--- src/rtl/duel_pkg.sv ---
`default_nettype none
// ~~~~~~~~~~~~~~~~~~~~~~~~~~~~~~
// duel game shared definitions
// grid size, field types, start values, game state
// ~~~~~~~~~~~~~~~~~~~~~~~~~~~~~~

package duel_pkg;

	localparam int GRID = 8; // side of the square board

	// row 0 is the top of the board, col 0 the left edge
	typedef logic [2:0] row_t;
	typedef logic [2:0] col_t;

	typedef logic [3:0] life_t;
	typedef logic [3:0] ammo_t;

	localparam life_t LIFE_FULL = 4'd15;
	localparam ammo_t AMMO_FULL = 4'd9;

	localparam row_t A_START_ROW = 3'd7; // A starts at the bottom
	localparam row_t B_START_ROW = 3'd0;
	localparam col_t START_COL   = 3'd4;

	typedef enum logic [1:0]
	{
		ST_PLAY,
		ST_A_WINS,
		ST_B_WINS,
		ST_DRAW
	} game_state_t;

endpackage

`default_nettype wire

--- src/rtl/volley_if.sv ---
`default_nettype none
// ~~~~~~~~~~~~~~~~~~~~~~~~~~~~~~
// volley link, one player's two bullets
// from the shooter to the judge
// ~~~~~~~~~~~~~~~~~~~~~~~~~~~~~~

interface volley_if
	import duel_pkg::*;
();

	logic up_live;
	row_t up_row;
	logic down_live;
	row_t down_row;
	col_t col;       // column the volley was fired in
	logic kill_up;   // one cycle, retire the up bullet
	logic kill_down;

	modport source
	(
		output up_live, up_row, down_live, down_row, col,
		input  kill_up, kill_down
	);

	modport judge
	(
		input  up_live, up_row, down_live, down_row, col,
		output kill_up, kill_down
	);

endinterface

`default_nettype wire

--- src/rtl/tick_gen.sv ---
`default_nettype none
// ~~~~~~~~~~~~~~~~~~~~~~~~~~~~~~
// tick generator
// movement and bullet step enables on CLK
// ~~~~~~~~~~~~~~~~~~~~~~~~~~~~~~

module tick_gen
#(
	parameter int MOVE_DIV = 5000000,
	parameter int STEP_DIV = 1000000
)
(
	input  logic CLK,
	input  logic Clear,
	output logic move_tick,
	output logic step_tick
);

	logic [1:0] ticks;

	// one wrapping counter per divider
	for (genvar i = 0; i < 2; i++)
	begin : g_div
		localparam int DIV = (i == 0) ? MOVE_DIV : STEP_DIV;
		localparam int CW  = $clog2(DIV + 1);

		logic [CW-1:0] cnt;

		always_ff @(posedge CLK or posedge Clear)
		begin
			if (Clear)
				cnt <= '0;
			else if (cnt == CW'(DIV - 1))
				cnt <= '0;
			else
				cnt <= cnt + 1'b1;
		end

		assign ticks[i] = (cnt == CW'(DIV - 1)); // last count of the period
	end

	assign move_tick = ticks[0];
	assign step_tick = ticks[1];

endmodule

`default_nettype wire

--- src/rtl/player_ctrl.sv ---
`default_nettype none
// ~~~~~~~~~~~~~~~~~~~~~~~~~~~~~~
// player position
// one step per move tick, clamped at the edges
// ~~~~~~~~~~~~~~~~~~~~~~~~~~~~~~

module player_ctrl
	import duel_pkg::*;
#(
	parameter row_t START_ROW = A_START_ROW
)
(
	input  logic        CLK,
	input  logic        Clear,
	input  logic        move_tick,
	input  logic        up,
	input  logic        down,
	input  logic        left,
	input  logic        right,
	input  game_state_t state,
	output row_t        row,
	output col_t        col
);

	logic can_move;

	assign can_move = move_tick && (state == ST_PLAY); // frozen after game over

	// up wins over down
	always_ff @(posedge CLK or posedge Clear)
	begin
		if (Clear)
			row <= START_ROW;
		else if (can_move)
		begin
			if (up)
			begin
				if (row != '0)
					row <= row - 1'b1;
			end
			else if (down)
			begin
				if (row != row_t'(GRID - 1))
					row <= row + 1'b1;
			end
		end
	end

	always_ff @(posedge CLK or posedge Clear)
	begin
		if (Clear)
			col <= START_COL;
		else if (can_move)
		begin
			if (left)
			begin
				if (col != '0)
					col <= col - 1'b1;
			end
			else if (right)
			begin
				if (col != col_t'(GRID - 1))
					col <= col + 1'b1;
			end
		end
	end

endmodule

`default_nettype wire

--- src/rtl/volley_unit.sv ---
`default_nettype none
// ~~~~~~~~~~~~~~~~~~~~~~~~~~~~~~
// volley unit
// ammo count, firing and bullet travel for one player
// ~~~~~~~~~~~~~~~~~~~~~~~~~~~~~~

module volley_unit
	import duel_pkg::*;
(
	input  logic        CLK,
	input  logic        Clear,
	input  logic        step_tick,
	input  logic        attack,
	input  row_t        row,
	input  col_t        col,
	input  game_state_t state,
	volley_if.source    vol,
	output ammo_t       ammo
);

	logic up_live;
	logic down_live;
	row_t up_row;
	row_t down_row;
	col_t vol_col;
	logic fire;
	logic up_at_edge;
	logic down_at_edge;

	// new volley only once both bullets of the last one are gone
	assign fire = step_tick && attack && !up_live && !down_live
		&& (ammo != '0) && (state == ST_PLAY);

	assign up_at_edge   = (up_row == '0);
	assign down_at_edge = (down_row == row_t'(GRID - 1));

	always_ff @(posedge CLK or posedge Clear)
	begin
		if (Clear)
			ammo <= AMMO_FULL;
		else if (fire)
			ammo <= ammo - 1'b1;
	end

	// live flags, kill from the judge has priority over stepping
	always_ff @(posedge CLK or posedge Clear)
	begin
		if (Clear)
		begin
			up_live   <= 1'b0;
			down_live <= 1'b0;
		end
		else if (fire)
		begin
			up_live   <= 1'b1;
			down_live <= 1'b1;
		end
		else
		begin
			if (vol.kill_up || (step_tick && up_at_edge))
				up_live <= 1'b0;
			if (vol.kill_down || (step_tick && down_at_edge))
				down_live <= 1'b0;
		end
	end

	always_ff @(posedge CLK)
	begin
		if (fire)
		begin
			up_row   <= row; // both start on the shooter
			down_row <= row;
			vol_col  <= col;
		end
		else if (step_tick)
		begin
			if (up_live && !up_at_edge)
				up_row <= up_row - 1'b1;
			if (down_live && !down_at_edge)
				down_row <= down_row + 1'b1;
		end
	end

	assign vol.up_live   = up_live;
	assign vol.up_row    = up_row;
	assign vol.down_live = down_live;
	assign vol.down_row  = down_row;
	assign vol.col       = vol_col;

endmodule

`default_nettype wire

--- src/rtl/hit_judge.sv ---
`default_nettype none
// ~~~~~~~~~~~~~~~~~~~~~~~~~~~~~~
// hit judge
// bullet matching, lives, hit pulse, game result
// ~~~~~~~~~~~~~~~~~~~~~~~~~~~~~~

module hit_judge
	import duel_pkg::*;
(
	input  logic        CLK,
	input  logic        Clear,
	volley_if.judge     a_vol,
	volley_if.judge     b_vol,
	input  row_t        a_row,
	input  row_t        b_row,
	input  col_t        a_col,
	input  col_t        b_col,
	input  logic        a_defense,
	input  logic        b_defense,
	output life_t       a_life,
	output life_t       b_life,
	output game_state_t state,
	output logic        hit
);

	logic a_up_on_b;
	logic a_down_on_b;
	logic b_up_on_a;
	logic b_down_on_a;
	logic in_play;
	logic a_damaged;
	logic b_damaged;

	// A's bullets against B's cell and the other way round
	assign a_up_on_b   = a_vol.up_live && (a_vol.up_row == b_row) && (a_vol.col == b_col);
	assign a_down_on_b = a_vol.down_live && (a_vol.down_row == b_row) && (a_vol.col == b_col);
	assign b_up_on_a   = b_vol.up_live && (b_vol.up_row == a_row) && (b_vol.col == a_col);
	assign b_down_on_a = b_vol.down_live && (b_vol.down_row == a_row) && (b_vol.col == a_col);

	assign a_vol.kill_up   = a_up_on_b; // absorbed even when defended
	assign a_vol.kill_down = a_down_on_b;
	assign b_vol.kill_up   = b_up_on_a;
	assign b_vol.kill_down = b_down_on_a;

	assign in_play   = (state == ST_PLAY) && (a_life != '0) && (b_life != '0);
	assign b_damaged = in_play && (a_up_on_b || a_down_on_b) && !b_defense;
	assign a_damaged = in_play && (b_up_on_a || b_down_on_a) && !a_defense;

	always_ff @(posedge CLK or posedge Clear)
	begin
		if (Clear)
		begin
			a_life <= LIFE_FULL;
			b_life <= LIFE_FULL;
			hit    <= 1'b0;
		end
		else
		begin
			hit <= a_damaged || b_damaged;
			if (a_damaged)
				a_life <= a_life >> 1; // halve per hit
			if (b_damaged)
				b_life <= b_life >> 1;
		end
	end

	// result is latched until Clear
	always_ff @(posedge CLK or posedge Clear)
	begin
		if (Clear)
			state <= ST_PLAY;
		else if (state == ST_PLAY)
		begin
			if (a_life == '0 && b_life == '0)
				state <= ST_DRAW;
			else if (b_life == '0)
				state <= ST_A_WINS;
			else if (a_life == '0)
				state <= ST_B_WINS;
		end
	end

endmodule

`default_nettype wire

--- src/rtl/duel_top.sv ---
`default_nettype none
// ~~~~~~~~~~~~~~~~~~~~~~~~~~~~~~
// duel top level
// two players, two volley units, ticks and judge
// ~~~~~~~~~~~~~~~~~~~~~~~~~~~~~~

module duel_top
	import duel_pkg::*;
#(
	parameter int MOVE_DIV = 5000000,
	parameter int STEP_DIV = 1000000
)
(
	input  logic        CLK,
	input  logic        Clear,
	input  logic        a_up,
	input  logic        a_down,
	input  logic        a_left,
	input  logic        a_right,
	input  logic        a_attack,
	input  logic        a_defense,
	input  logic        b_up,
	input  logic        b_down,
	input  logic        b_left,
	input  logic        b_right,
	input  logic        b_attack,
	input  logic        b_defense,
	output row_t        a_row,
	output row_t        b_row,
	output col_t        a_col,
	output col_t        b_col,
	output life_t       a_life,
	output life_t       b_life,
	output ammo_t       a_ammo,
	output ammo_t       b_ammo,
	output game_state_t state,
	output logic        hit
);

	logic move_tick;
	logic step_tick;

	volley_if a_vol_if ();
	volley_if b_vol_if ();

	tick_gen #(
		.MOVE_DIV(MOVE_DIV),
		.STEP_DIV(STEP_DIV)
	) tick_gen_inst (
		.CLK(CLK), .Clear(Clear), .move_tick(move_tick), .step_tick(step_tick)
	);

	player_ctrl #(.START_ROW(A_START_ROW)) a_player_inst (
		.CLK(CLK), .Clear(Clear), .move_tick(move_tick),
		.up(a_up), .down(a_down), .left(a_left), .right(a_right),
		.state(state), .row(a_row), .col(a_col)
	);

	player_ctrl #(.START_ROW(B_START_ROW)) b_player_inst (
		.CLK(CLK), .Clear(Clear), .move_tick(move_tick),
		.up(b_up), .down(b_down), .left(b_left), .right(b_right),
		.state(state), .row(b_row), .col(b_col)
	);

	volley_unit a_volley_inst (
		.CLK(CLK), .Clear(Clear), .step_tick(step_tick), .attack(a_attack),
		.row(a_row), .col(a_col), .state(state), .vol(a_vol_if.source), .ammo(a_ammo)
	);

	volley_unit b_volley_inst (
		.CLK(CLK), .Clear(Clear), .step_tick(step_tick), .attack(b_attack),
		.row(b_row), .col(b_col), .state(state), .vol(b_vol_if.source), .ammo(b_ammo)
	);

	hit_judge hit_judge_inst (
		.CLK(CLK), .Clear(Clear),
		.a_vol(a_vol_if.judge), .b_vol(b_vol_if.judge),
		.a_row(a_row), .b_row(b_row), .a_col(a_col), .b_col(b_col),
		.a_defense(a_defense), .b_defense(b_defense),
		.a_life(a_life), .b_life(b_life), .state(state), .hit(hit)
	);

endmodule

`default_nettype wire

--- config.mk ---
export PLATFORM = sky130hd
export DESIGN_NAME = duel_top
export DESIGN_NICKNAME = d
export VERILOG_FILES = /design/src/rtl/duel_pkg.sv /design/src/rtl/volley_if.sv /design/src/rtl/tick_gen.sv /design/src/rtl/player_ctrl.sv /design/src/rtl/volley_unit.sv /design/src/rtl/hit_judge.sv /design/src/rtl/duel_top.sv
export SDC_FILE = /design/constraint.sdc
export NUM_CORES = 1
export LEC_CHECK = 0
export BUFFER_PORTS_ARGS = -buffer_cell sky130_fd_sc_hd__buf_2
export CORE_ASPECT_RATIO = 0.9
export CORE_MARGIN = 8
export CORE_UTILIZATION = 27
export DETAILED_ROUTE_END_ITERATION = 6
export PLACE_DENSITY = 0.45
export SLEW_MARGIN = 20
export SYNTH_ARGS = -nofsm -noshare
export SYNTH_HDL_FRONTEND = slang
export SYNTH_HIERARCHICAL = 1
export SYNTH_SLANG_ARGS = --single-unit
--- constraint.sdc ---
create_clock -name CLK -period 7.1 [get_ports CLK]
set_input_delay 0.355 -clock CLK [delete_from_list [all_inputs] [get_ports CLK]]
set_output_delay 0.355 -clock CLK [all_outputs]
set_load 0.02 [all_outputs]
==> results of run 1 <==
[path summary, 6_finish.rpt]
kind / end / slack, ps / depth (start not counted)
max reg2reg: b_player_inst/col[2]$_DFFE_PP1P_ / 3960 / 7
min: b_volley_inst/vol.down_live$_DFFE_PP0P_ / 20 / 2
max: b_player_inst/col[2]$_DFFE_PP1P_ / 3960 / 7
min reg2reg: tick_gen_inst/g_div[1].cnt[0]$_DFF_PP0_ / 450 / 1
min in group CLK: b_volley_inst/ammo[2]$_DFFE_PP0P_ / 340 / 3
max in group asynchronous: tick_gen_inst/g_div[1].cnt[15]$_DFF_PP0_ / 6480 / 3
[kinds of logic (layout without fill, tap and decap cells)]
logic type	count (synthesis)	in the layout	synth area share, %
fa+ha+maj	16	16	4.279
compound gates	82	82	11.88
simple gates	184	184	21.67
flops	96	96	46.72
xor+xnor	55	55	9.093
mux	10	10	2.093
buf+inv	54	106	4.255
[synthesized netlist by cell type (12+ instances only)]
cell type	number
nor2_1	37
inv_1	43
o31ai_1	13
ha_1	12
xor2_1	21
a21oi_1	14
dfrtp_1	61
nand2_1	28
nand3b_1	12
xnor2_1	33
edfxtp_1	18
dfstp_2	17
nand3_1	16
[registers in the layout, summed over array words and instances, names as in the netlist, 2 cells and up]
signal                      count
a_player_inst/col               3
a_player_inst/row               3
a_volley_inst/ammo              4
a_volley_inst/vol.col           3
a_volley_inst/vol.down_row      3
a_volley_inst/vol.up_row        3
b_player_inst/col               3
b_player_inst/row               3
b_volley_inst/ammo              4
b_volley_inst/vol.col           3
b_volley_inst/vol.down_row      3
b_volley_inst/vol.up_row        3
hit_judge_inst/a_life           4
hit_judge_inst/b_life           4
hit_judge_inst/state            2
tick_gen_inst/g_div.cnt        43
[power by group]
part,internal (mW),switching [mW]
logic,0.0218,0.0387
clock network,0.304,0.209
registers,0.567,0.0147
total,0.893,0.263
[worst register-to-register path, cell delays in order, from the launching register on]
cell     delay [ps]
dfrtp_1         380
ha_1            190
nand3_1         260
nor4b_1         330
and4_1          610
or3b_1          580
a211o_2         360
a221o_1         350
[metrics by stage]
| step | power (mW) | cells | setup slack, ps |
|---|---|---|---|
| after floorplan | 0.6289 | 497 | 4439 |
| after global placement | 0.6515 | 788 | 4003 |
| after detailed placement | 0.6537 | 788 | 3903 |
| after CTS | 1.177 | 804 | 3912 |
| after global routing | 1.206 | 804 | 3628 |
| final | 1.156 | 804 | 3958 |
[layout make-up]
type                       instances  area, um^2  area share (%)
tap                              255       319.1           5.147
clock buffer                      12       267.8           4.320
inverter                          43       161.4           2.604
clock inverter                     4       50.05          0.8074
sequential                        96        2514           40.55
timing repair buffer              47       242.7           3.916
multi-input combinational        347        2644           42.65
[metal layers]
metal | GRT usage, % | vias up | wire length [um]
met5 | 0 | - | 0
met4 | 2.835 | 0 | 145
met3 | 3.548 | 10 | 568
met2 | 16.20 | 73 | 5558
met1 | 13.70 | 1973 | 5997
li1 | - | 1903 | -
==> metrics.log, run 1 <==
[metrics] most used flip-flop cell after synthesis: dfrtp_1
[metrics] leading cell types in the layout, fill and taps excluded: 61 x dfrtp_1, 44 x buf_2, 43 x inv_1, 37 x nor2_1, 33 x xnor2_1
[metrics] post-detailed-route wirelength per cell: around 15 um
[metrics] final core utilization: 31.40%
[metrics] filler instances: 2,077
[metrics] Max Clock Skew: 8.341 ps
[metrics] starting utilization of the core area: 27.25%
[metrics] CP Cell Sequence: ha_1, nand3_1, nor4b_1, and4_1, or3b_1, a211o_2, a221o_1
[metrics] number of antenna cells inserted: 0
[metrics] Max IR drop VDD: 0.1032 mV
[metrics] biggest area contributors in the synthesized netlist: dfrtp_1 28%, edfxtp_1 10%, dfstp_2 8.3%
[metrics] WP data required: 7380 ps
[metrics] Worst Hold Margin: 18.03 ps
[metrics] number of synthesized register bits: 96
[metrics] share of the synthesized area in the top cell type: ~28%
[metrics] sequential element share of the synthesized area: 46.72%
[metrics] area of the core region: 19,740 um^2
[metrics] Layout Area Growth over Synthesis: 15.21%
[metrics] clock latency on the worst-skew pair: approximately 350 ps
[metrics] count of distinct cell types in the synthesized netlist: 62
[metrics] Worst Setup SP: tick_gen_inst/g_div[0].cnt[0]$_DFF_PP0_
[metrics] number of levels in the clock H-tree: 3
[metrics] proportion of layout cells with a drive suffix above 1: about a fifth
[metrics] synthesized netlist net count: 527
[metrics] clk buf depth: 2
[metrics] critical path endpoint category: flip-flop
[metrics] largest net degree at the start of global routing: 44
[metrics] crit path max-delay cell type: and4_1
[metrics] number of buffers created by CTS: 9
[metrics] boundary pin count: 45
[metrics] Worst slew margin: 50.22%
[metrics] total power per unit cell area: 186.4 nW/um^2
[metrics] Buf/Inv on CP: 0
[metrics] library cell occupying the most area in the post-synthesis netlist: dfrtp_1
[metrics] number of buffers added on ports: 44
[metrics] largest delay contributor family on the critical path: simple AND/OR/NAND/NOR gates
[metrics] CP peak stage delay: 610 ps
[metrics] clock sinks: 96
[metrics] Slew Viols, Final: 0
[metrics] number of hold violations in the final report: 0
[metrics] status: complete, no violations
[metrics] hpwl dp: 8.894 mm
[metrics] total congestion overflow: 0
[metrics] DRC: 0
[metrics] post-cts resize count: 0
[metrics] via count of the first global-routing pass: 3,981
[metrics] total number of placement rows: 49
[metrics] endpoint arrival time on the critical path: roughly 3400 ps
[metrics] number of DRC markers in iteration 0: 191
[metrics] Setup Fix Bufs, Post-CTS: 0
[metrics] Clock Root Buffer: clkbuf_16
[metrics] setup TNS: 0 ps
[metrics] FFs w/ async S/R, synth: 81.25%
[metrics] crit share post-route: 44.25%
[metrics] clock slew at reported path FFs: 70 ps
[metrics] worst slew pin tran: 745.1 ps
[metrics] Final #Nets: 574
[metrics] number of iterations in the first detailed-routing pass: 4
[metrics] highest attainable clock frequency: 0.3183 GHz
[metrics] kind of start point of the critical path: flip-flop
[metrics] Critical R2R Launch: tick_gen_inst/g_div[0].cnt[0]$_DFF_PP0_
[metrics] unrepaired setup endpoints after global routing: no
[metrics] Mapped Cells: 497
[metrics] Mapped Area: roughly 5400 um^2
[metrics] number of antenna violations at the first check in global routing: 0
[metrics] Max-cap violations: 0
[metrics] hold-fix buffers at CTS: 0
[metrics] Routed Wire Length: 12.27 mm
[metrics] vias after detailed routing: 3,959
[metrics] Final Wtd Congestion: 0.7474
[metrics] vias per cell: 4.924
[metrics] CP max FO: 16
[metrics] shortest clock period the worst path allows after layout: 3142 ps
[metrics] post-synthesis area per instance: 10.83 um^2
[metrics] overall die height: about 150 um
[metrics] post-route antenna net violation count: 0
[metrics] Die Footprint: 24,710 um^2
[metrics] final setup violation count: 0
[metrics] Yosys warnings: 6
[metrics] die span in x: 164.8 um
[metrics] Leak: between 2 and 3 nW
[metrics] clock tree from TritonCTS: yes
[metrics] wire length of the first global-routing pass: 20.59 mm
[metrics] Hold Crit Class: input pin to asynchronous set/reset pin
[metrics] Placed Instance Area: 5881 um^2
[metrics] kind of critical path: flip-flop to flip-flop
[metrics] Design Area, Final: 6198 um^2
[metrics] Post-synth EDFFs: 18
[metrics] most common cell after layout, fill and taps aside: dfrtp_1
[metrics] global routing usage summed across all routing layers: about a tenth
(Power assumes the default switching activity.)
==> run 2: changes to the inputs <==
--- a/config.mk
+++ b/config.mk
@@ -10,7 +10,7 @@
 export CORE_MARGIN = 8
 export CORE_UTILIZATION = 27
 export DETAILED_ROUTE_END_ITERATION = 6
-export PLACE_DENSITY = 0.45
+export PLACE_DENSITY = 0.47
 export SLEW_MARGIN = 20
 export SYNTH_ARGS = -nofsm -noshare
 export SYNTH_HDL_FRONTEND = slang
==> constraint.sdc (replaced) <==
create_clock -name CLK -period 2.8 [get_ports CLK]
set_input_delay 0.14 -clock CLK [delete_from_list [all_inputs] [get_ports CLK]]
set_output_delay 0.14 -clock CLK [all_outputs]
set_load 0.02 [all_outputs]
==> metrics.log, run 2 (same netlist as run 1, synthesis figures left out) <==
[metrics] area of the core region: 19,740 um^2 (unchanged)
[metrics] Hold Crit Class: input pin to flip-flop
[metrics] overall die height: 149.9 um (unchanged)
[metrics] CP max FO: 8 (-8)
[metrics] number of hold violations in the final report: 0 (unchanged)
[metrics] highest attainable clock frequency: 0.3858 GHz (+21%)
[metrics] clock tree from TritonCTS: yes
[metrics] setup TNS: 0 ps (unchanged)
[metrics] relative contribution of the clock network to total power: 46.7% (+2.3 points)
[metrics] launch point of the worst hold path: b_attack
[metrics] number of buffers created by CTS: 9 (unchanged)
[metrics] endpoint arrival time on the critical path: 2880 ps (-540 ps)
[metrics] placed cell count: 800 (+1.5%)
[metrics] largest register by flop count: tick_gen_inst/g_div.cnt
[metrics] total congestion overflow: 0 (unchanged)
[metrics] sequential cell fraction of total power: 48.3% (-2.1 points)
[metrics] crit share post-route: 92.57% (+48 points)
[metrics] filler instances: 2,024 (-2.6%)
[metrics] DRC: 0 (unchanged)
[metrics] leading cell types in the layout, fill and taps excluded: 61 x dfrtp_1, 44 x buf_2, 43 x inv_1, 37 x nor2_1, 33 x xnor2_1
[metrics] post-route antenna net violation count: 0 (unchanged)
[metrics] most common cell after layout, fill and taps aside: dfrtp_1
[metrics] Routed Wire Length: 12.25 mm (-0.14%)
[metrics] vias after detailed routing: 3,941 (-0.45%)
[metrics] flip-flop count of the largest register, all copies and words added: 43 (unchanged)
[metrics] Switching Fraction: 22.67% (-0.069 points)
[metrics] number of antenna violations at the first check in global routing: 0 (unchanged)
[metrics] number of antenna cells inserted: 0 (unchanged)
[metrics] clock slew at reported path FFs: 70 ps (about the same)
[metrics] Comb pwr share: 5.0% (-0.2 points)
[metrics] Worst slew margin: 61.57% (+11 points)
[metrics] post-layout instance count excluding filler cells: 817 (+1.6%)
[metrics] internal power summed over all cells: 2.363 mW (+160%)
[metrics] storage element area: 2514 um^2 (unchanged)
[metrics] number of DRC markers in iteration 0: 218 (+14%)
[metrics] Max Clock Skew: 10.21 ps (+1.868 ps)
[metrics] number of iterations in the first detailed-routing pass: 6 (+2)
[metrics] via count of the first global-routing pass: 3,952 (-0.73%)
[metrics] WP data required: 3090 ps (-4290 ps)
[metrics] wire length of the first global-routing pass: 20.78 mm (+0.90%)
[metrics] kind of critical path: flip-flop to flip-flop
[metrics] clock sinks: 96 (unchanged)
[metrics] Leak: 2.655 nW (+3.4%)
[metrics] unrepaired setup endpoints after global routing: no
[metrics] Final #Nets: 587 (+2.3%)
[metrics] multi-input combinational cell area: 2651 um^2 (+0.28%)
[metrics] clock latency on the worst-skew pair: 350 ps (about the same)
[metrics] final setup violation count: 0 (unchanged)
[metrics] kind of start point of the critical path: flip-flop
[metrics] Slew Viols, Final: 0 (unchanged)
[metrics] switching power: 692.7 uW (+160%)
[metrics] number of levels in the clock H-tree: 3 (unchanged)
[metrics] clk buf depth: 2 (unchanged)
[metrics] largest net degree at the start of global routing: 44 (unchanged)
[metrics] boundary pin count: 45 (unchanged)
[metrics] Clock Root Buffer: clkbuf_16
[metrics] number of buffers added on ports: 44 (unchanged)
[metrics] Final Wtd Congestion: 0.7822 (+4.7%)
[metrics] Max IR drop VDD: 0.2646 mV (+160%)
[metrics] shortest clock period the worst path allows after layout: 2592 ps (-549.9 ps)
[metrics] Final Power: 3.055 mW (+160%)
[metrics] global routing usage summed across all routing layers: 10.48% (about the same)
[metrics] die span in x: 164.8 um (unchanged)
[metrics] Worst Setup SP: tick_gen_inst/g_div[0].cnt[0]$_DFF_PP0_
[metrics] Die Footprint: 24,710 um^2 (unchanged)
[metrics] Critical R2R Launch: tick_gen_inst/g_div[0].cnt[0]$_DFF_PP0_
[metrics] worst slew pin tran: 576.5 ps (-168.6 ps)
[metrics] starting utilization of the core area: 27.25% (unchanged)
[metrics] post-detailed-route wirelength per cell: 15.00 um (-1.7%)
[metrics] vias per cell: 4.824 (-2.0%)
[metrics] hpwl dp: 9.094 mm (+2.2%)
[metrics] total power per unit cell area: 481.2 nW/um^2 (+160%)
[metrics] proportion of layout cells with a drive suffix above 1: 22.60% (+2.2 points)
[metrics] status: complete, no violations
[metrics] Max-cap violations: 0 (unchanged)
[metrics] Layout Area Growth over Synthesis: 18.02%
[metrics] total number of placement rows: 49 (unchanged)
[metrics] critical path endpoint category: flip-flop
[run 2: worst max-delay path, cell delays in order, from the launching register on]
cell	delay, ps
dfrtp_1	390
ha_1	200
nand3_1	110
nor4b_1	290
and4_1	290
buf_12	130
or3b_4	430
buf_4	170
a2111oi_0	350
a221o_1	180
[run 2: stage by stage]
stage | hold WS (ps) | utilization, % | area (um^2) | setup WS, ps
after global placement | 188.6 | 30.31 | 5983 | 201.0
after floorplan | -71.95 | - | 5380 | 138.8
final | 96.18 | 32.17 | 6350 | 208.1
after CTS | 86.42 | 32.13 | 6342 | 133.3
after global routing | 116.6 | 32.17 | 6350 | 4.940
after detailed placement | 191.4 | 30.31 | 5983 | 169.0
[run 2: power groups by stage]
| stage | logic (mW) | registers (mW) | clock network, mW |
|---|---|---|---|
| 2_1_floorplan | 0.0948 | 1.50 | 0 |
| 3_3_place_gp | 0.149 | 1.50 | 0 |
| 3_5_place_dp | 0.155 | 1.50 | 0 |
| 4_1_cts | 0.156 | 1.48 | 1.48 |
| 5_1_grt | 0.174 | 1.48 | 1.54 |
| 6_report | 0.153 | 1.48 | 1.43 |
[run 2: area by class of cell]
| cell class | instances | share of cell area, % |
|---|---|---|
| clock inverters | 5 | 1.340 |
| repair buffers | 60 | 5.596 |
| multi-input cells | 347 | 41.75 |
| inverters | 43 | 2.542 |
| well taps | 255 | 5.025 |
| clock buffers | 11 | 4.158 |
| flip-flops and latches | 96 | 39.59 |
[run 2: worst paths after layout]
path	to	cells past startpoint	slack, ps
max in group asynchronous	tick_gen_inst/g_div[0].cnt[7]$_DFF_PP0_	4	1830
min in group asynchronous	a_player_inst/col[0]$_DFFE_PP0P_	3	350
worst max-delay path	a_player_inst/col[2]$_DFFE_PP1P_	9	210
worst max register to register	a_player_inst/col[2]$_DFFE_PP1P_	9	210
worst min-delay path	b_volley_inst/ammo[0]$_DFFE_PP1P_	3	100
worst min register to register	tick_gen_inst/g_div[1].cnt[0]$_DFF_PP0_	1	450
[run 2: repair_timing]
action / 4_1_cts / 5_1_grt
hold endpoints to repair: 18 / 0
resized for setup: 0 / 4
setup buffers: 0 / 0
hold buffers: 1 / 0
endpoints found under the setup margin: 0 / 6
[run 2: layer usage]
metal	part of all wire, %	up-vias	GRT usage [%]	wire, um
met5	0	-	0	0
met4	1.2	0	2.970	143
met3	3.9	13	2.970	483
met2	46	66	16.22	5580
met1	49	1926	13.99	6044
li1	-	1936	-	-
==> run 3: changes to the inputs <==
--- a/config.mk
+++ b/config.mk
@@ -6,11 +6,13 @@
 export NUM_CORES = 1
 export LEC_CHECK = 0
 export BUFFER_PORTS_ARGS = -buffer_cell sky130_fd_sc_hd__buf_2
+export CELL_PAD_IN_SITES_DETAIL_PLACEMENT = 1
+export CELL_PAD_IN_SITES_GLOBAL_PLACEMENT = 2
 export CORE_ASPECT_RATIO = 0.9
 export CORE_MARGIN = 8
 export CORE_UTILIZATION = 27
 export DETAILED_ROUTE_END_ITERATION = 6
-export PLACE_DENSITY = 0.47
+export PLACE_DENSITY = 0.61
 export SLEW_MARGIN = 20
 export SYNTH_ARGS = -nofsm -noshare
 export SYNTH_HDL_FRONTEND = slang
==> constraint.sdc (replaced) <==
create_clock -name CLK -period 2.7 [get_ports CLK]
set_input_delay 0.135 -clock CLK [delete_from_list [all_inputs] [get_ports CLK]]
set_output_delay 0.135 -clock CLK [all_outputs]
set_load 0.02 [all_outputs]
==> metrics.log, run 3 (same netlist as run 1, synthesis figures left out) <==
[metrics] Final Wtd Congestion: 0.7843 (+0.27%)
[metrics] boundary pin count: 45 (unchanged)
[metrics] most common cell after layout, fill and taps aside: dfrtp_1
[metrics] number of levels in the clock H-tree: 3 (unchanged)
[metrics] switching power: 717.2 uW (+3.5%)
[metrics] Final #Nets: 596 (+1.5%)
[metrics] total congestion overflow: 0 (unchanged)
[metrics] die span in x: 164.8 um (unchanged)
[metrics] final core utilization: 32.23% (+0.070 points)
[metrics] largest net degree at the start of global routing: 44 (unchanged)
[metrics] Max-cap violations: 0 (unchanged)
[metrics] overall die height: 149.9 um (unchanged)
[metrics] Clock Root Buffer: clkbuf_16
[metrics] global routing usage summed across all routing layers: 11.99% (+1.5 points)
[metrics] WP data required: 2720 ps (-370 ps)
[metrics] total number of placement rows: 49 (unchanged)
[metrics] Max Clock Skew: 6.419 ps (-3.791 ps)
[metrics] leading cell types in the layout, fill and taps excluded: 61 x dfrtp_1, 44 x buf_2, 43 x inv_1, 37 x nor2_1, 33 x xnor2_1
[metrics] Switching Fraction: 24.28% (+1.6 points)
[metrics] number of buffers added on ports: 44 (unchanged)
[metrics] status: complete, no violations
[metrics] number of iterations in the first detailed-routing pass: 4 (-2)
[metrics] critical path endpoint category: flip-flop
[metrics] post-route antenna net violation count: 0 (unchanged)
[metrics] starting utilization of the core area: 27.25% (unchanged)
[metrics] final setup violation count: 0 (unchanged)
[metrics] clk buf depth: 2 (unchanged)
[metrics] reg-to-reg slack, setup: 160 ps (-40 ps)
[metrics] setup TNS: 0 ps (unchanged)
[metrics] clock latency on the worst-skew pair: 350 ps (about the same)
[metrics] post-detailed-route wirelength per cell: 16.73 um (+12%)
[metrics] clock tree from TritonCTS: yes
[metrics] internal power summed over all cells: 2.236 mW (-5.4%)
[metrics] Comb pwr share: 5.8% (+0.8 points)
[metrics] endpoint arrival time on the critical path: 2560 ps (-320 ps)
[metrics] vias after detailed routing: 4,040 (+2.5%)
[metrics] area of the core region: 19,740 um^2 (unchanged)
[metrics] highest attainable clock frequency: 0.3945 GHz (+2.2%)
[metrics] number of antenna violations at the first check in global routing: 0 (unchanged)
[metrics] Worst Hold Margin: 115.7 ps (+19.48 ps)
[metrics] kind of critical path: flip-flop to flip-flop
[metrics] Routed Wire Length: 13.82 mm (+13%)
[metrics] Leak: 2.668 nW (+0.48%)
[metrics] wire length of the first global-routing pass: 23.50 mm (+13%)
[metrics] Setup Fix Bufs, Post-CTS: 0 (unchanged)
[metrics] flip-flop count of the largest register, all copies and words added: 43 (unchanged)
[metrics] worst slew pin tran: 567.2 ps (-9.284 ps)
[metrics] setup slack after layout: 164.9 ps (-43.19 ps)
[metrics] dpl ws: 70.66 ps (-98.33 ps)
[metrics] Worst Setup SP: tick_gen_inst/g_div[1].cnt[0]$_DFF_PP0_
[metrics] placed cell count: 809 (+1.1%)
[metrics] Layout Area Growth over Synthesis: 18.28%
[metrics] Final Power: 2.953 mW (-3.3%)
[metrics] kind of start point of the critical path: flip-flop
[metrics] number of DRC markers in iteration 0: 158 (-28%)
[metrics] Die Footprint: 24,710 um^2 (unchanged)
[metrics] number of buffers created by CTS: 9 (unchanged)
[metrics] proportion of layout cells with a drive suffix above 1: 23.99% (+1.4 points)
[metrics] vias per cell: 4.891 (+1.4%)
[metrics] DRC: 0 (unchanged)
[metrics] clock slew at reported path FFs: 70 ps (about the same)
[metrics] hpwl dp: 10.44 mm (+15%)
[metrics] Slew Viols, Final: 0 (unchanged)
[metrics] shortest clock period the worst path allows after layout: 2535 ps (-56.81 ps)
[metrics] worst reg-to-reg path cell count: 7 (-2)
[metrics] terminus of the critical flop-to-flop path: b_volley_inst/vol.up_row[2]$_DFFE_PP_
[metrics] CP max FO: 20 (+12)
[metrics] largest register by flop count: tick_gen_inst/g_div.cnt
[metrics] Max IR drop VDD: 0.2640 mV (-0.21%)
[metrics] number of hold violations in the final report: 0 (unchanged)
[metrics] total power per unit cell area: 464.1 nW/um^2 (-3.5%)
[metrics] Critical R2R Launch: tick_gen_inst/g_div[1].cnt[0]$_DFF_PP0_
[metrics] clock sinks: 96 (unchanged)
[metrics] Setup crit end: b_volley_inst/vol.up_row[2]$_DFFE_PP_
[metrics] post-layout instance count excluding filler cells: 826 (+1.1%)
[metrics] via count of the first global-routing pass: 4,397 (+11%)
[metrics] Design Area, Final: 6364 um^2 (+0.22%)
[metrics] Placed Instance Area: 6038 um^2 (+0.92%)
[metrics] Hold Crit Class: input pin to flip-flop
[metrics] relative contribution of the clock network to total power: 42.5% (-4.2 points)
[metrics] crit share post-route: 93.89% (+1.3 points)
[metrics] sequential cell fraction of total power: 51.7% (+3.4 points)
[metrics] Worst slew margin: 62.19% (+0.62 points)
[metrics] number of antenna cells inserted: 0 (unchanged)
run 3: how the worst min path moves through the flow:
stage              from                                 endpoint  depth (start not counted)
5_1_grt        a_attack        a_volley_inst/ammo[2]$_DFFE_PP0P_                          3
2_1_floorplan     Clear         a_player_inst/col[0]$_DFFE_PP0P_                          1
3_5_place_dp      Clear         b_player_inst/row[1]$_DFFE_PP0P_                          2
4_1_cts        a_attack        a_volley_inst/ammo[2]$_DFFE_PP0P_                          3
3_3_place_gp      Clear  a_volley_inst/vol.down_live$_DFFE_PP0P_                          2
6_report       a_attack        a_volley_inst/ammo[2]$_DFFE_PP0P_                          3
run 3: metal layers:
layer  routed length (um)  up-vias  part of all wire (%)  global-route usage (%)
met2                 6725       57                    49                   19.74
met4                  155        0                   1.1                   3.240
met1                 6460     2032                    47                   15.27
met3                  482       13                   3.5                   3.135
met5                    0        -                     0                       0
li1                     -     1938                     -                       -
run 3: final cells by class:
class | instances | area [um^2]
Tap cell | 255 | 319.1
Clock inverter | 4 | 25.02
Fill cell | 2248 | 13380
Timing Repair Buffer | 69 | 414.1
Multi-Input combinational cell | 347 | 2673
Sequential cell | 96 | 2514
Inverter | 43 | 161.4
Clock buffer | 12 | 257.7
run 3: repair_timing:
action,in CTS,in global routing
hold buffers,1,0
hold endpoints to repair,18,0
resized for setup,0,15
endpoints found under the setup margin,0,16
run 3: power groups by stage:
stage	Clock [mW]	Combinational, mW	Sequential [mW]
6_report	1.26	0.171	1.53
3_3_place_gp	0	0.165	1.56
2_1_floorplan	0	0.0983	1.56
4_1_cts	1.31	0.173	1.53
3_5_place_dp	0	0.170	1.56
5_1_grt	1.35	0.193	1.53
run 3: critical path: stages, from the launching register on:
cell	delay [ps]
dfrtp_1	380
ha_1	240
nand2_1	80
or2_2	290
nor4_2	330
buf_6	260
nand4_4	250
a21boi_1	360
